`src/logic/tpu_pkg.sv`:
```
`default_nettype none

package tpu_pkg;

    // apb bus
    localparam int REG_ADDRWIDTH = 12;
    localparam int REG_DATAWIDTH = 32;

    // datapath and memory sizes
    localparam int DWIDTH            = 16;
    localparam int AWIDTH            = 6;
    localparam int MASK_WIDTH        = 8;
    localparam int ADDR_STRIDE_WIDTH = 6;
    localparam int MAX_BITS_POOL     = 3;
    localparam int NORM_SHIFT        = 8;
    localparam int MAT_MUL_SIZE      = 1;

    // register byte addresses
    localparam logic [REG_ADDRWIDTH-1:0] REG_ENABLES_ADDR         = 12'h000;
    localparam logic [REG_ADDRWIDTH-1:0] REG_STDN_TPU_ADDR        = 12'h004;
    localparam logic [REG_ADDRWIDTH-1:0] REG_MEAN_ADDR            = 12'h008;
    localparam logic [REG_ADDRWIDTH-1:0] REG_INV_VAR_ADDR         = 12'h00C;
    localparam logic [REG_ADDRWIDTH-1:0] REG_MATRIX_A_ADDR        = 12'h010;
    localparam logic [REG_ADDRWIDTH-1:0] REG_MATRIX_B_ADDR        = 12'h014;
    localparam logic [REG_ADDRWIDTH-1:0] REG_MATRIX_C_ADDR        = 12'h018;
    localparam logic [REG_ADDRWIDTH-1:0] REG_VALID_MASK_ADDR      = 12'h01C;
    localparam logic [REG_ADDRWIDTH-1:0] REG_POOL_KERNEL_SIZE     = 12'h020;
    localparam logic [REG_ADDRWIDTH-1:0] REG_ACCUM_ACTIONS_ADDR   = 12'h024;
    localparam logic [REG_ADDRWIDTH-1:0] REG_MATRIX_A_STRIDE_ADDR = 12'h028;
    localparam logic [REG_ADDRWIDTH-1:0] REG_MATRIX_B_STRIDE_ADDR = 12'h02C;
    localparam logic [REG_ADDRWIDTH-1:0] REG_MATRIX_C_STRIDE_ADDR = 12'h030;
    localparam logic [REG_ADDRWIDTH-1:0] REG_ACTIVATION_CSR_ADDR  = 12'h034;

    // scratch memory window, word address taken from PADDR[7:2]
    localparam logic [REG_ADDRWIDTH-1:0] MEM_WINDOW_BASE = 12'h100;
    localparam logic [REG_ADDRWIDTH-1:0] MEM_WINDOW_MASK = 12'hF00;

    // activation types
    localparam logic ACT_RELU  = 1'b0;
    localparam logic ACT_CLAMP = 1'b1;

endpackage

`default_nettype wire

```
`src/logic/mem_port_if.sv`:
```
`default_nettype none

interface mem_port_if import tpu_pkg::*; #(
    parameter int AWIDTH = tpu_pkg::AWIDTH,
    parameter int DWIDTH = tpu_pkg::DWIDTH
);
    // one request per cycle with en high, read data valid the cycle after
    logic              en;
    logic              we;
    logic [AWIDTH-1:0] addr;
    logic [DWIDTH-1:0] wdata;
    logic [DWIDTH-1:0] rdata;

    modport requester (
        output en, we, addr, wdata,
        input  rdata
    );

    modport memory (
        input  en, we, addr, wdata,
        output rdata
    );
endinterface

`default_nettype wire

```
`src/logic/tpu_cfg_if.sv`:
```
`default_nettype none

interface tpu_cfg_if import tpu_pkg::*; #(
    parameter int AWIDTH = tpu_pkg::AWIDTH,
    parameter int DWIDTH = tpu_pkg::DWIDTH
);
    logic                         start;
    logic                         done;
    logic                         enable_matmul;
    logic                         enable_norm;
    logic                         enable_activation;
    logic                         activation_type;
    logic [DWIDTH-1:0]            mean;
    logic [DWIDTH-1:0]            inv_var;
    logic [AWIDTH-1:0]            address_mat_a;
    logic [AWIDTH-1:0]            address_mat_b;
    logic [AWIDTH-1:0]            address_mat_c;
    logic [ADDR_STRIDE_WIDTH-1:0] address_stride_a;
    logic [ADDR_STRIDE_WIDTH-1:0] address_stride_b;
    logic [ADDR_STRIDE_WIDTH-1:0] address_stride_c;
    logic [MASK_WIDTH-1:0]        validity_mask;
    logic                         save_output_to_accum;
    logic                         add_accum_to_output;

    modport cfg (
        output start, enable_matmul, enable_norm, enable_activation, activation_type,
        output mean, inv_var, address_mat_a, address_mat_b, address_mat_c,
        output address_stride_a, address_stride_b, address_stride_c, validity_mask,
        output save_output_to_accum, add_accum_to_output,
        input  done
    );

    modport engine (
        input  start, enable_matmul, enable_norm, enable_activation, activation_type,
        input  mean, inv_var, address_mat_a, address_mat_b, address_mat_c,
        input  address_stride_a, address_stride_b, address_stride_c, validity_mask,
        input  save_output_to_accum, add_accum_to_output,
        output done
    );
endinterface

`default_nettype wire

```
`src/logic/cfg_regs.sv`:
```
`default_nettype none

module cfg_regs import tpu_pkg::*; (
    input  logic                     PCLK,
    input  logic                     PRESETn,
    input  logic [REG_ADDRWIDTH-1:0] PADDR,
    input  logic                     PWRITE,
    input  logic                     PSEL,
    input  logic                     PENABLE,
    input  logic [REG_DATAWIDTH-1:0] PWDATA,
    output logic [REG_DATAWIDTH-1:0] PRDATA,
    output logic                     PREADY,
    tpu_cfg_if.cfg                   cfg,
    mem_port_if.requester            mem
);

    typedef enum logic [1:0] {
        ST_IDLE,
        ST_W_ACCESS,
        ST_R_ACCESS
    } apb_state_t;

    apb_state_t               state;
    logic                     enable_pool;
    logic [MAX_BITS_POOL-1:0] kernel_size;
    // catches writes to unmapped addresses
    logic [REG_DATAWIDTH-1:0] reg_dummy;
    logic                     in_window;
    logic                     win_rd;
    logic                     win_wr;

    assign in_window = (PADDR & MEM_WINDOW_MASK) == MEM_WINDOW_BASE;

    // window read goes out in the setup cycle so data is back for the access cycle
    assign win_rd = (state == ST_IDLE) && PSEL && !PENABLE && !PWRITE && in_window;
    assign win_wr = (state == ST_W_ACCESS) && PSEL && PENABLE && in_window;

    assign mem.en    = win_rd || win_wr;
    assign mem.we    = win_wr;
    assign mem.addr  = PADDR[AWIDTH+1:2];
    assign mem.wdata = PWDATA[DWIDTH-1:0];

    always_ff @(posedge PCLK) begin
        if (!PRESETn) begin
            state                    <= ST_IDLE;
            PRDATA                   <= '0;
            PREADY                   <= 1'b0;
            cfg.start                <= 1'b0;
            cfg.enable_matmul        <= 1'b0;
            cfg.enable_norm          <= 1'b0;
            cfg.enable_activation    <= 1'b0;
            cfg.activation_type      <= ACT_RELU;
            cfg.mean                 <= '0;
            cfg.inv_var              <= '0;
            cfg.address_mat_a        <= '0;
            cfg.address_mat_b        <= '0;
            cfg.address_mat_c        <= '0;
            cfg.address_stride_a     <= ADDR_STRIDE_WIDTH'(MAT_MUL_SIZE);
            cfg.address_stride_b     <= ADDR_STRIDE_WIDTH'(MAT_MUL_SIZE);
            cfg.address_stride_c     <= ADDR_STRIDE_WIDTH'(MAT_MUL_SIZE);
            cfg.validity_mask        <= '1;
            cfg.save_output_to_accum <= 1'b0;
            cfg.add_accum_to_output  <= 1'b0;
            enable_pool              <= 1'b0;
            kernel_size              <= MAX_BITS_POOL'(1);
            reg_dummy                <= '0;
        end else begin
            case (state)
                ST_IDLE: begin
                    PRDATA <= '0;
                    PREADY <= 1'b0;
                    // only a setup cycle starts a transfer
                    if (PSEL && !PENABLE) begin
                        state <= PWRITE ? ST_W_ACCESS : ST_R_ACCESS;
                    end
                end
                ST_W_ACCESS: begin
                    if (PSEL && PENABLE) begin
                        PREADY <= 1'b1;
                        if (!in_window) begin
                            case (PADDR)
                                REG_ENABLES_ADDR: begin
                                    cfg.enable_activation <= PWDATA[3];
                                    enable_pool           <= PWDATA[2];
                                    cfg.enable_norm       <= PWDATA[1];
                                    cfg.enable_matmul     <= PWDATA[0];
                                end
                                REG_STDN_TPU_ADDR:   cfg.start <= PWDATA[0];
                                REG_MEAN_ADDR:       cfg.mean <= PWDATA[DWIDTH-1:0];
                                REG_INV_VAR_ADDR:    cfg.inv_var <= PWDATA[DWIDTH-1:0];
                                REG_MATRIX_A_ADDR:   cfg.address_mat_a <= PWDATA[AWIDTH-1:0];
                                REG_MATRIX_B_ADDR:   cfg.address_mat_b <= PWDATA[AWIDTH-1:0];
                                REG_MATRIX_C_ADDR:   cfg.address_mat_c <= PWDATA[AWIDTH-1:0];
                                REG_VALID_MASK_ADDR: cfg.validity_mask <= PWDATA[MASK_WIDTH-1:0];
                                REG_POOL_KERNEL_SIZE: kernel_size <= PWDATA[MAX_BITS_POOL-1:0];
                                REG_ACCUM_ACTIONS_ADDR: begin
                                    cfg.add_accum_to_output  <= PWDATA[1];
                                    cfg.save_output_to_accum <= PWDATA[0];
                                end
                                REG_MATRIX_A_STRIDE_ADDR:
                                    cfg.address_stride_a <= PWDATA[ADDR_STRIDE_WIDTH-1:0];
                                REG_MATRIX_B_STRIDE_ADDR:
                                    cfg.address_stride_b <= PWDATA[ADDR_STRIDE_WIDTH-1:0];
                                REG_MATRIX_C_STRIDE_ADDR:
                                    cfg.address_stride_c <= PWDATA[ADDR_STRIDE_WIDTH-1:0];
                                REG_ACTIVATION_CSR_ADDR: cfg.activation_type <= PWDATA[0];
                                default: reg_dummy <= PWDATA;
                            endcase
                        end
                    end
                    state <= ST_IDLE;
                end
                ST_R_ACCESS: begin
                    if (PSEL && PENABLE) begin
                        PREADY <= 1'b1;
                        if (in_window) begin
                            // memory words come back sign-extended
                            PRDATA <= {{(REG_DATAWIDTH-DWIDTH){mem.rdata[DWIDTH-1]}}, mem.rdata};
                        end else begin
                            case (PADDR)
                                REG_ENABLES_ADDR: PRDATA <= REG_DATAWIDTH'({cfg.enable_activation,
                                    enable_pool, cfg.enable_norm, cfg.enable_matmul});
                                REG_STDN_TPU_ADDR: PRDATA <= {cfg.done, 30'b0, cfg.start};
                                REG_MEAN_ADDR:       PRDATA <= REG_DATAWIDTH'(cfg.mean);
                                REG_INV_VAR_ADDR:    PRDATA <= REG_DATAWIDTH'(cfg.inv_var);
                                REG_MATRIX_A_ADDR:   PRDATA <= REG_DATAWIDTH'(cfg.address_mat_a);
                                REG_MATRIX_B_ADDR:   PRDATA <= REG_DATAWIDTH'(cfg.address_mat_b);
                                REG_MATRIX_C_ADDR:   PRDATA <= REG_DATAWIDTH'(cfg.address_mat_c);
                                REG_VALID_MASK_ADDR: PRDATA <= REG_DATAWIDTH'(cfg.validity_mask);
                                REG_POOL_KERNEL_SIZE: PRDATA <= REG_DATAWIDTH'(kernel_size);
                                REG_ACCUM_ACTIONS_ADDR: PRDATA <= REG_DATAWIDTH'(
                                    {cfg.add_accum_to_output, cfg.save_output_to_accum});
                                REG_MATRIX_A_STRIDE_ADDR:
                                    PRDATA <= REG_DATAWIDTH'(cfg.address_stride_a);
                                REG_MATRIX_B_STRIDE_ADDR:
                                    PRDATA <= REG_DATAWIDTH'(cfg.address_stride_b);
                                REG_MATRIX_C_STRIDE_ADDR:
                                    PRDATA <= REG_DATAWIDTH'(cfg.address_stride_c);
                                REG_ACTIVATION_CSR_ADDR:
                                    PRDATA <= REG_DATAWIDTH'(cfg.activation_type);
                                default: PRDATA <= reg_dummy;
                            endcase
                        end
                    end
                    state <= ST_IDLE;
                end
                default: state <= ST_IDLE;
            endcase
        end
    end

endmodule

`default_nettype wire

```
`src/logic/scratch_mem.sv`:
```
`default_nettype none

module scratch_mem import tpu_pkg::*; #(
    parameter int AWIDTH = tpu_pkg::AWIDTH
) (
    input logic        PCLK,
    mem_port_if.memory host,
    mem_port_if.memory eng
);

    localparam int DEPTH = 2 ** AWIDTH;

    logic [DWIDTH-1:0] ram [DEPTH];

    // port b comes last so the engine wins a same-word collision
    always_ff @(posedge PCLK) begin
        if (host.en && host.we) begin
            ram[host.addr] <= host.wdata;
        end
        if (eng.en && eng.we) begin
            ram[eng.addr] <= eng.wdata;
        end
    end

    // registered read data, held between reads
    always_ff @(posedge PCLK) begin
        if (host.en && !host.we) begin
            host.rdata <= ram[host.addr];
        end
    end

    always_ff @(posedge PCLK) begin
        if (eng.en && !eng.we) begin
            eng.rdata <= ram[eng.addr];
        end
    end

endmodule

`default_nettype wire

```
`src/logic/tpu_top.sv`:
```
`default_nettype none

module tpu_top import tpu_pkg::*; #(
    parameter int AWIDTH     = tpu_pkg::AWIDTH,
    parameter int MASK_WIDTH = tpu_pkg::MASK_WIDTH
) (
    input  logic                     PCLK,
    input  logic                     PRESETn,
    input  logic [REG_ADDRWIDTH-1:0] PADDR,
    input  logic                     PWRITE,
    input  logic                     PSEL,
    input  logic                     PENABLE,
    input  logic [REG_DATAWIDTH-1:0] PWDATA,
    output logic [REG_DATAWIDTH-1:0] PRDATA,
    output logic                     PREADY
);

    // configuration and status between register file and engine
    tpu_cfg_if #(.AWIDTH(AWIDTH), .DWIDTH(DWIDTH)) cfg_bus ();

    // host side and engine side of the scratch memory
    mem_port_if #(.AWIDTH(AWIDTH), .DWIDTH(DWIDTH)) host_port ();
    mem_port_if #(.AWIDTH(AWIDTH), .DWIDTH(DWIDTH)) eng_port ();

    cfg_regs i_cfg_regs (
        .PCLK    (PCLK),
        .PRESETn (PRESETn),
        .PADDR   (PADDR),
        .PWRITE  (PWRITE),
        .PSEL    (PSEL),
        .PENABLE (PENABLE),
        .PWDATA  (PWDATA),
        .PRDATA  (PRDATA),
        .PREADY  (PREADY),
        .cfg     (cfg_bus.cfg),
        .mem     (host_port.requester)
    );

    scratch_mem #(
        .AWIDTH (AWIDTH)
    ) i_scratch_mem (
        .PCLK (PCLK),
        .host (host_port.memory),
        .eng  (eng_port.memory)
    );

    vec_engine #(
        .MASK_WIDTH (MASK_WIDTH)
    ) i_vec_engine (
        .PCLK    (PCLK),
        .PRESETn (PRESETn),
        .cfg     (cfg_bus.engine),
        .mem     (eng_port.requester)
    );

endmodule

`default_nettype wire

```
`src/logic/vec_engine.sv`:
```
`default_nettype none

module vec_engine import tpu_pkg::*; #(
    parameter int MASK_WIDTH = tpu_pkg::MASK_WIDTH
) (
    input logic           PCLK,
    input logic           PRESETn,
    tpu_cfg_if.engine     cfg,
    mem_port_if.requester mem
);

    localparam int LW = $clog2(MASK_WIDTH);
    localparam int CW = 32;
    localparam int TW = AWIDTH + ADDR_STRIDE_WIDTH + LW;
    localparam logic signed [CW-1:0] CLAMP_HI = 127;
    localparam logic signed [CW-1:0] CLAMP_LO = -128;

    typedef enum logic [2:0] {
        ST_IDLE,
        ST_RD_A,
        ST_RD_B,
        ST_COMPUTE,
        ST_WR_C
    } eng_state_t;

    eng_state_t               state;
    logic [LW-1:0]            lane;
    logic                     last_lane;
    logic signed [DWIDTH-1:0] a_q;
    logic [DWIDTH-1:0]        res_q;
    logic signed [CW-1:0]     accum [MASK_WIDTH];
    logic [AWIDTH-1:0]        a_addr;
    logic [AWIDTH-1:0]        b_addr;
    logic [AWIDTH-1:0]        c_addr;
    logic signed [CW-1:0]     a_val;
    logic signed [CW-1:0]     b_val;
    logic signed [CW-1:0]     mul_val;
    logic signed [CW-1:0]     sum_val;
    logic signed [CW-1:0]     norm_val;
    logic signed [CW-1:0]     act_val;

    // base + lane * stride, wrapping inside the scratch memory
    function automatic logic [AWIDTH-1:0] lane_addr(input logic [AWIDTH-1:0] base,
                                                    input logic [ADDR_STRIDE_WIDTH-1:0] stride,
                                                    input logic [LW-1:0] idx);
        logic [TW-1:0] full;
        full = TW'(base) + TW'(stride) * TW'(idx);
        return full[AWIDTH-1:0];
    endfunction

    assign a_addr    = lane_addr(cfg.address_mat_a, cfg.address_stride_a, lane);
    assign b_addr    = lane_addr(cfg.address_mat_b, cfg.address_stride_b, lane);
    assign c_addr    = lane_addr(cfg.address_mat_c, cfg.address_stride_c, lane);
    assign last_lane = lane == LW'(MASK_WIDTH - 1);

    // skipped lanes issue no read
    assign mem.en    = (state == ST_RD_A && cfg.validity_mask[lane])
                       || state == ST_RD_B || state == ST_WR_C;
    assign mem.we    = state == ST_WR_C;
    assign mem.wdata = res_q;

    always_comb begin
        case (state)
            ST_RD_A: mem.addr = a_addr;
            ST_RD_B: mem.addr = b_addr;
            default: mem.addr = c_addr;
        endcase
    end

    // datapath, valid in ST_COMPUTE when B is on the read port
    always_comb begin
        a_val   = CW'(a_q);
        b_val   = CW'($signed(mem.rdata));
        mul_val = cfg.enable_matmul ? a_val * b_val : a_val;
        sum_val = cfg.add_accum_to_output ? mul_val + accum[lane] : mul_val;
        norm_val = sum_val;
        if (cfg.enable_norm) begin
            norm_val = ((sum_val - CW'($signed(cfg.mean))) * CW'($signed(cfg.inv_var)))
                       >>> NORM_SHIFT;
        end
        act_val = norm_val;
        if (cfg.enable_activation) begin
            case (cfg.activation_type)
                ACT_RELU: begin
                    if (norm_val < 0) act_val = '0;
                end
                ACT_CLAMP: begin
                    if (norm_val > CLAMP_HI) act_val = CLAMP_HI;
                    else if (norm_val < CLAMP_LO) act_val = CLAMP_LO;
                end
            endcase
        end
    end

    always_ff @(posedge PCLK) begin
        if (!PRESETn) begin
            state    <= ST_IDLE;
            lane     <= '0;
            cfg.done <= 1'b0;
            for (int i = 0; i < MASK_WIDTH; i++) begin
                accum[i] <= '0;
            end
        end else begin
            case (state)
                ST_IDLE: begin
                    if (cfg.start && !cfg.done) begin
                        lane  <= '0;
                        state <= ST_RD_A;
                    end else if (!cfg.start) begin
                        cfg.done <= 1'b0;
                    end
                end
                ST_RD_A: begin
                    if (cfg.validity_mask[lane]) begin
                        state <= ST_RD_B;
                    end else if (last_lane) begin
                        cfg.done <= 1'b1;
                        state    <= ST_IDLE;
                    end else begin
                        lane <= lane + 1'b1;
                    end
                end
                ST_RD_B: state <= ST_COMPUTE;
                ST_COMPUTE: begin
                    if (cfg.save_output_to_accum) begin
                        accum[lane] <= sum_val;
                    end
                    state <= ST_WR_C;
                end
                ST_WR_C: begin
                    if (last_lane) begin
                        cfg.done <= 1'b1;
                        state    <= ST_IDLE;
                    end else begin
                        lane  <= lane + 1'b1;
                        state <= ST_RD_A;
                    end
                end
                default: state <= ST_IDLE;
            endcase
        end
    end

    // operand and result registers
    always_ff @(posedge PCLK) begin
        if (state == ST_RD_B) begin
            a_q <= $signed(mem.rdata);
        end
        if (state == ST_COMPUTE) begin
            res_q <= act_val[DWIDTH-1:0];
        end
    end

endmodule

`default_nettype wire

```
`config.mk`:
```
export PLATFORM = sky130hd
export DESIGN_NAME = tpu_top
export DESIGN_NICKNAME = d
export VERILOG_FILES = /design/src/logic/tpu_pkg.sv /design/src/logic/mem_port_if.sv /design/src/logic/tpu_cfg_if.sv /design/src/logic/cfg_regs.sv /design/src/logic/scratch_mem.sv /design/src/logic/tpu_top.sv /design/src/logic/vec_engine.sv
export SDC_FILE = /design/constraint.sdc
export NUM_CORES = 2
export LEC_CHECK = 0
export BUFFER_PORTS_ARGS = -buffer_cell sky130_fd_sc_hd__buf_2
export CORE_ASPECT_RATIO = 1.75
export CORE_MARGIN = 2
export CORE_UTILIZATION = 45
export CTS_CLUSTER_SIZE = 28
export DETAILED_ROUTE_END_ITERATION = 10
export SYNTH_ARGS = -nofsm -noshare
export SYNTH_HDL_FRONTEND = slang
export SYNTH_SLANG_ARGS = --single-unit
```
`constraint.sdc`:
```
create_clock -name PCLK -period 17.2 [get_ports PCLK]
set_clock_uncertainty 0.1 [all_clocks]
set_input_delay 0 -clock PCLK [delete_from_list [all_inputs] [get_ports PCLK]]
set_output_delay 0 -clock PCLK [all_outputs]
set_load 0.02 [all_outputs]
```
# == After elaboration in Yosys (flattened, before gate mapping) ==
# Memory sizes are Yosys's and may differ from the RTL's. A register that Yosys moved wholly into a read port is not among the register bits.
# Index checks and enable logic that the tools add are counted.
# totals
ff_bits,193
mem_bits_rw,1280
in_bits,49
output_inout_bits,33
wordCells,174
n_memories,2
# classes
addsub,6
multipliers,5
n_lt_le_gt_ge,4
eq_ne,28
muxes,46
bitwise,3
n_reduce_logical,53
# memory_table
memory,words,width,rd,rd_ports_with_merged_regs,wr,line,text
i_scratch_mem.ram,64,16,2,2,2,scratch_mem.sv:13,logic [DWIDTH-1:0] ram [DEPTH];
i_vec_engine.accum,8,32,1,1,8,vec_engine.sv:31,logic signed [CW-1:0] accum [MASK_WIDTH];
# op_table
operator,n
32-bit case mux with 14 select lines,1
32-bit two-way mux,6
"12-bit by 6-bit equality test with 1-bit output, second input constant",6
16-bit two-way mux,4
32-bit case mux with 2 select lines,1
4-bit AND reduction,16
"12-bit by 5-bit equality test with 1-bit output, second input constant",4
32-bit adder,1
"32-bit by 8-bit greater-than comparator with 1-bit output, second input constant",1
"32-bit by 1-bit < comparator with 1-bit output, second input constant",1
"32-bit by 8-bit < comparator with 1-bit output, second input constant",1
16-bit by 16-bit multiplier with 32-bit output,1
32-bit by 16-bit multiplier with 32-bit output,1
16-bit case mux with 2 select lines,1
32-bit OR reduction,1
32-bit by 16-bit subtractor with 32-bit output,1
3-bit two-way mux,9
"12-bit by 4-bit equality test with 1-bit output, second input constant",2
6-bit adder,3
6-bit by 3-bit multiplier with 6-bit output,3
1-bit two-way mux,17
1-bit logical AND,15
3-bit case mux with 5 select lines,1
14-bit OR reduction,1
29 further kinds,47

# == Longest topological paths before layout ==
# depth
word_depth,12
depth_mapped,70

# == Cells and area by module ==
# From an unflattened synthesis, not the netlist that was laid out.
# unflattened
cells_unflattened,10032
hier_area_um2,111130.3
# by_module_without_submodules
module,n_inst,cells_per_inst,area_each_um2,seq_area_each_um2
scratch_mem,1,4976,63305.7,31710.4
vec_engine,1,4272,40820.4,8848.5
cfg_regs,1,784,7004.2,3083.0

# == Worst setup path after synthesis ==
# OpenSTA, ideal clock, no wires.
# synth_path
path_type,register to register
startpoint,register i_scratch_mem.eng.rdata[1] (read register of i_scratch_mem.ram)
endpoint,"register i_vec_engine.res_q[10] (netlist: i_vec_engine.mem.wdata[10]), data pin"
setup_time_ps,287
arrival_time_ps,15028
path_slack_ps,1785
stages_incl_launch_ff,62
n_path_buf,6
cell_sequence,edfxtp_1 clkbuf_1 nand2_1 fa_1 fa_1 fa_1 fa_1 inv_1 fa_1 inv_1 fa_1 inv_1 ha_1 clkbuf_1 nand2_1 nor2_1 or4_1 o21bai_1 (+26 left out) fa_1 inv_1 fa_1 inv_1 ha_1 a21oi_1 o21ai_0 a21oi_1 o21ai_0 o41ai_1 o21ba_2 xor2_1 xnor3_1 xnor3_1 a21oi_1 o31a_1 buf_2 a22oi_1
# synth_between
elab_chain_cells,12
elab_cells_between_ends,15
# synth_rtl
item,line,text
"start, declared",mem_port_if.sv:21,output rdata
16-bit by 16-bit multiplier with 32-bit output (*),vec_engine.sv:74,mul_val = cfg.enable_matmul ? a_val * b_val : a_val;
32-bit two-way mux (*),vec_engine.sv:74,
32-bit adder,vec_engine.sv:75,sum_val = cfg.add_accum_to_output ? mul_val + accum[lane] : mul_val;
32-bit two-way mux (*),vec_engine.sv:75,
net i_vec_engine.sum_val[19],vec_engine.sv:38,logic signed [CW-1:0] sum_val;
32-bit by 16-bit subtractor with 32-bit output,vec_engine.sv:78,norm_val = ((sum_val - CW'($signed(cfg.mean))) * CW'($signed(cfg.inv_var)))
32-bit by 16-bit multiplier with 32-bit output,vec_engine.sv:78,
32-bit two-way mux (*),vec_engine.sv:77,if (cfg.enable_norm) begin
32-bit by 8-bit < comparator with 1-bit output,vec_engine.sv:89,else if (norm_val < CLAMP_LO) act_val = CLAMP_LO;
16-bit two-way mux,vec_engine.sv:89,
16-bit two-way mux,vec_engine.sv:88,if (norm_val > CLAMP_HI) act_val = CLAMP_HI;
16-bit case mux with 2 select lines (*),vec_engine.sv:83,case (cfg.activation_type)
16-bit two-way mux (*),vec_engine.sv:82,if (cfg.enable_activation) begin
net i_vec_engine.act_val[10],vec_engine.sv:40,logic signed [CW-1:0] act_val;
"end signal, assigned",vec_engine.sv:150,res_q <= act_val[DWIDTH-1:0];
"end, declared",vec_engine.sv:30,logic [DWIDTH-1:0] res_q;
# The timed path passes the listed nets; every way through them passes the cells marked *.
# A chain may end at the register's enable or synchronous reset.

# == Worst setup path after layout ==
# layout_path
startpoint,register i_scratch_mem.eng.rdata[15] (read register of i_scratch_mem.ram)
endpoint,"register i_vec_engine.res_q[10] (netlist: i_vec_engine.mem.wdata[10]), data pin"
# Same word-level chain as after synthesis.

==> results.json <==
{
  "routedWlPerCell_um": 35.2,
  "rsz0062_at_grt": "no",
  "vias_per_cell": 6.61,
  "start_kind": "flip-flop",
  "irDropWorstVdd_mv": 0.0703,
  "crit_type": "reg -> reg",
  "tritoncts": "yes",
  "total_power_mw": 7.99,
  "yosysMostFrequentCell": "edfxtp_1",
  "slowest_stage": "fa_1",
  "grt_max_degree": 107,
  "regToRegSetupSlack_ns": 0.73,
  "synth_top_area_share": 0.373,
  "coreArea_mm2": 0.239,
  "hold_start": "PADDR[4]",
  "clock_latency_ns": 0.88,
  "clkPwrFrac": 0.431,
  "clock_sinks": 1508,
  "hold_path_class": "in -> reg",
  "vias": 82900,
  "numCtsBuffers": 155,
  "cellPowerDensity_mw_per_mm2": 67.1,
  "clockBufferDepth": 4,
  "cp.arrival_ns": 16.88,
  "drc": 0,
  "p_int_mw": 6.12,
  "grt-ovfl-total": 0,
  "p_leak_nw": 43.2,
  "crit_fanout": 9,
  "crit_path_end_kind": "flip-flop",
  "crit_top_cell": "fa_1",
  "power_frac_seq": 0.503,
  "boundaryPins": 82,
  "ys_types": 93,
  "required_ns": 17.61,
  "htree_num_levels": 4,
  "r2r_start": "i_scratch_mem.eng.rdata[15]$_DFFE_PP_",
  "root_buffer": "clkbuf_16",
  "yosysSeqAreaShare": 0.404,
  "dr.first_iter.drc_count": 9616,
  "die_y_um": 652,
  "fillerInstances": 21400,
  "syn_avg_cell_area_um2": 11.5,
  "area_delta_synth_final_pct": 10.1,
  "min_period_ns": 16.47,
  "synth_common_cells": "edfxtp_1 (1344), mux2_2 (1063), nand2_1 (996)",
  "sw_frac_of_total": 0.233,
  "synth_cells": 9383,
  "maxSlewHeadroom": 0.0543,
  "first_pass_iters": 7,
  "min_path_cells": 5,
  "r2r_cells": 55,
  "switchingPower_mw": 1.86,
  "synth_nets": 10300,
  "share_comb_of_total_power": 0.067,
  "fmax_mhz": 60.7,
  "hold_slack_ns": 0.0929,
  "r2r_end": "i_vec_engine.mem.wdata[10]$_DFFE_PN_",
  "gp_congestion": 1.02,
  "timing_hold_violations_final": 0,
  "setup_tns_ns": 0,
  "synthTopCellsByArea": "edfxtp_1 (37%), mux2_2 (11%), fa_1 (11%), mux4_2 (8.4%), nand2_1 (3.5%)",
  "place_inst": 12100,
  "dieArea_mm2": 0.244,
  "layout-drive-gt1-share": 0.248,
  "fin_crit_sh": 0.957,
  "drv_cap": 0,
  "worstMarginPinSlew_ns": 1.40,
  "wl_mm": 441,
  "syn_area_mm2": 0.108,
  "ys_seq_elements": 1508,
  "ys.flop_type": "edfxtp_1",
  "nNetsFinal": 10200,
  "antenna_found_initial": 73,
  "grt_pass1_vias": 85400,
  "portBuffers": 81,
  "rows": 238,
  "ys_warn_count": 0,
  "cpPeakStageDelay_ns": 0.54,
  "grt_pass1_wl_mm": 625,
  "post-synth-top-area-cell": "edfxtp_1",
  "slew_violations": 0,
  "initial_utilization": 0.452,
  "clkSlewWorstSetupHoldPaths_ns": 0.07,
  "die_x_um": 375,
  "async_reset_ff_frac": 0,
  "ant_nets": 0,
  "setup_violations": 0,
  "track_usage": 0.360,
  "status": "finished clean",
  "dp_hpwl_mm": 295,
  "synth_enable_flop_cells": 1344,
  "min_to": "i_cfg_regs.cfg.activation_type$_SDFFE_PN0P_",
  "final_cells": 12600
}
how the worst max path moves through the flow:
stage | start | end | slack (ns)
floorplan | i_scratch_mem.eng.rdata[1]$_DFFE_PP_ | i_vec_engine.mem.wdata[10]$_DFFE_PN_ | 1.79
detailed placement | i_scratch_mem.eng.rdata[2]$_DFFE_PP_ | i_vec_engine.mem.wdata[9]$_DFFE_PN_ | 0.04
global route | i_scratch_mem.eng.rdata[5]$_DFFE_PP_ | i_vec_engine.mem.wdata[10]$_DFFE_PN_ | 0.02
CTS | i_vec_engine.a_q[9]$_DFFE_PP_ | i_vec_engine.mem.wdata[10]$_DFFE_PN_ | 0.05
finish | i_scratch_mem.eng.rdata[15]$_DFFE_PP_ | i_vec_engine.mem.wdata[10]$_DFFE_PN_ | 0.73
global placement | i_scratch_mem.eng.rdata[2]$_DFFE_PP_ | i_vec_engine.mem.wdata[12]$_DFFE_PN_ | 0.20
worst max-delay path, delay by kind of cell, from the launching register on:
kind	cells	cell delay (ns)
AO/OA/AOI/OAI	19	5.22
flip-flops	1	0.43
buffers and inverters	9	0.95
adder cells (fa/ha/maj)	16	7.39
AND/OR/NAND/NOR	7	1.21
XOR/XNOR	4	0.87
flip-flops by register name, indices dropped and copies added, names as in the netlist, 8 cells and up, named ones only:
register and count:
i_vec_engine.mem.wdata 16, i_cfg_regs.cfg.inv_var 16, i_vec_engine.accum 256, i_scratch_mem.ram 1024, i_vec_engine.a_q 16, i_cfg_regs.reg_dummy 32
i_cfg_regs.PRDATA 32, i_scratch_mem.eng.rdata 16, i_cfg_regs.cfg.mean 16, i_scratch_mem.host.rdata 16, i_cfg_regs.cfg.validity_mask 8
per-layer routing:
| metal | vias to the layer above | share of wire | track usage |
|---|---|---|---|
| met5 | - | 0.00066 | 0.000199 |
| met4 | 40 | 0.11 | 0.335 |
| met3 | 2023 | 0.093 | 0.0883 |
| met2 | 5383 | 0.48 | 0.602 |
| met1 | 42000 | 0.31 | 0.369 |
| li1 | 33500 | - | - |
through the flow:
stage	worst slack (ns)	utilization	cell area, um^2
floorplan	1.79	-	108000
global placement	0.204	0.472	113000
detailed placement	0.0396	0.472	113000
CTS	0.0453	0.495	119000
global route	0.0220	0.497	119000
finish	0.735	0.497	119000
cell families (layout without fill, tap and decap cells):
group / count (synthesis) / count (layout) / synth area share
DFF: 1508 / 1508 / 0.404
muxes: 1538 / 1538 / 0.201
adders and majority gates: 851 / 851 / 0.139
buffers and inverters: 1634 / 1645 / 0.0570
and+or+nand+nor: 2272 / 2272 / 0.0964
AOI/OAI and AO/OA: 1435 / 1435 / 0.0902
other: 0 / 36 / 0
xor gates and xnor gates: 145 / 145 / 0.0123
power by group through the flow:
stage / clock network (mW) / registers (mW) / logic (mW)
after global placement: 0 / 4.09 / 0.472
final: 3.44 / 4.02 / 0.531
after global routing: 3.57 / 4.02 / 0.545
after detailed placement: 0 / 4.10 / 0.481
after CTS: 3.45 / 4.02 / 0.495
after floorplan: 0 / 4.09 / 0.313
cell type report:
type	count	area, um^2	area share
antenna	36	90.1	0.000757
clock buffer	194	4150	0.0349
clock inverter	73	712	0.00598
inverter	829	3110	0.0261
multi-input combinational	6241	59200	0.497
sequential	1508	43700	0.367
tap	3120	3900	0.0328
timing repair buffer	549	4270	0.0359
timing repair:
| item | CTS | global route |
|---|---|---|
| buffers inserted | 3 | 15 |
| endpoints found under the setup margin | 1 | 16 |
| gates resized for setup | 0 | 26 |
| pin swaps | 0 | 1 |
| hold endpoints to repair | 226 | 0 |
| hold buffers | 78 | 0 |
placed cells by master, fill, tap and decap left out, drive strengths merged, types with 77 or more instances in the layout:
master and instances:
a21boi 77, a21oi 360, a221oi 124, a22oi 194
and2 326, buf 469, clkbuf 196, dfxtp 164
dlygate4sd3 78, edfxtp 1344, fa 588, ha 263
inv 833, mux2 1063, mux4 402, nand2 996
nand3 109, nor2 456, nor2b 86, o21ai 194
xnor2 103
Power figures use the tool's default switching activity.
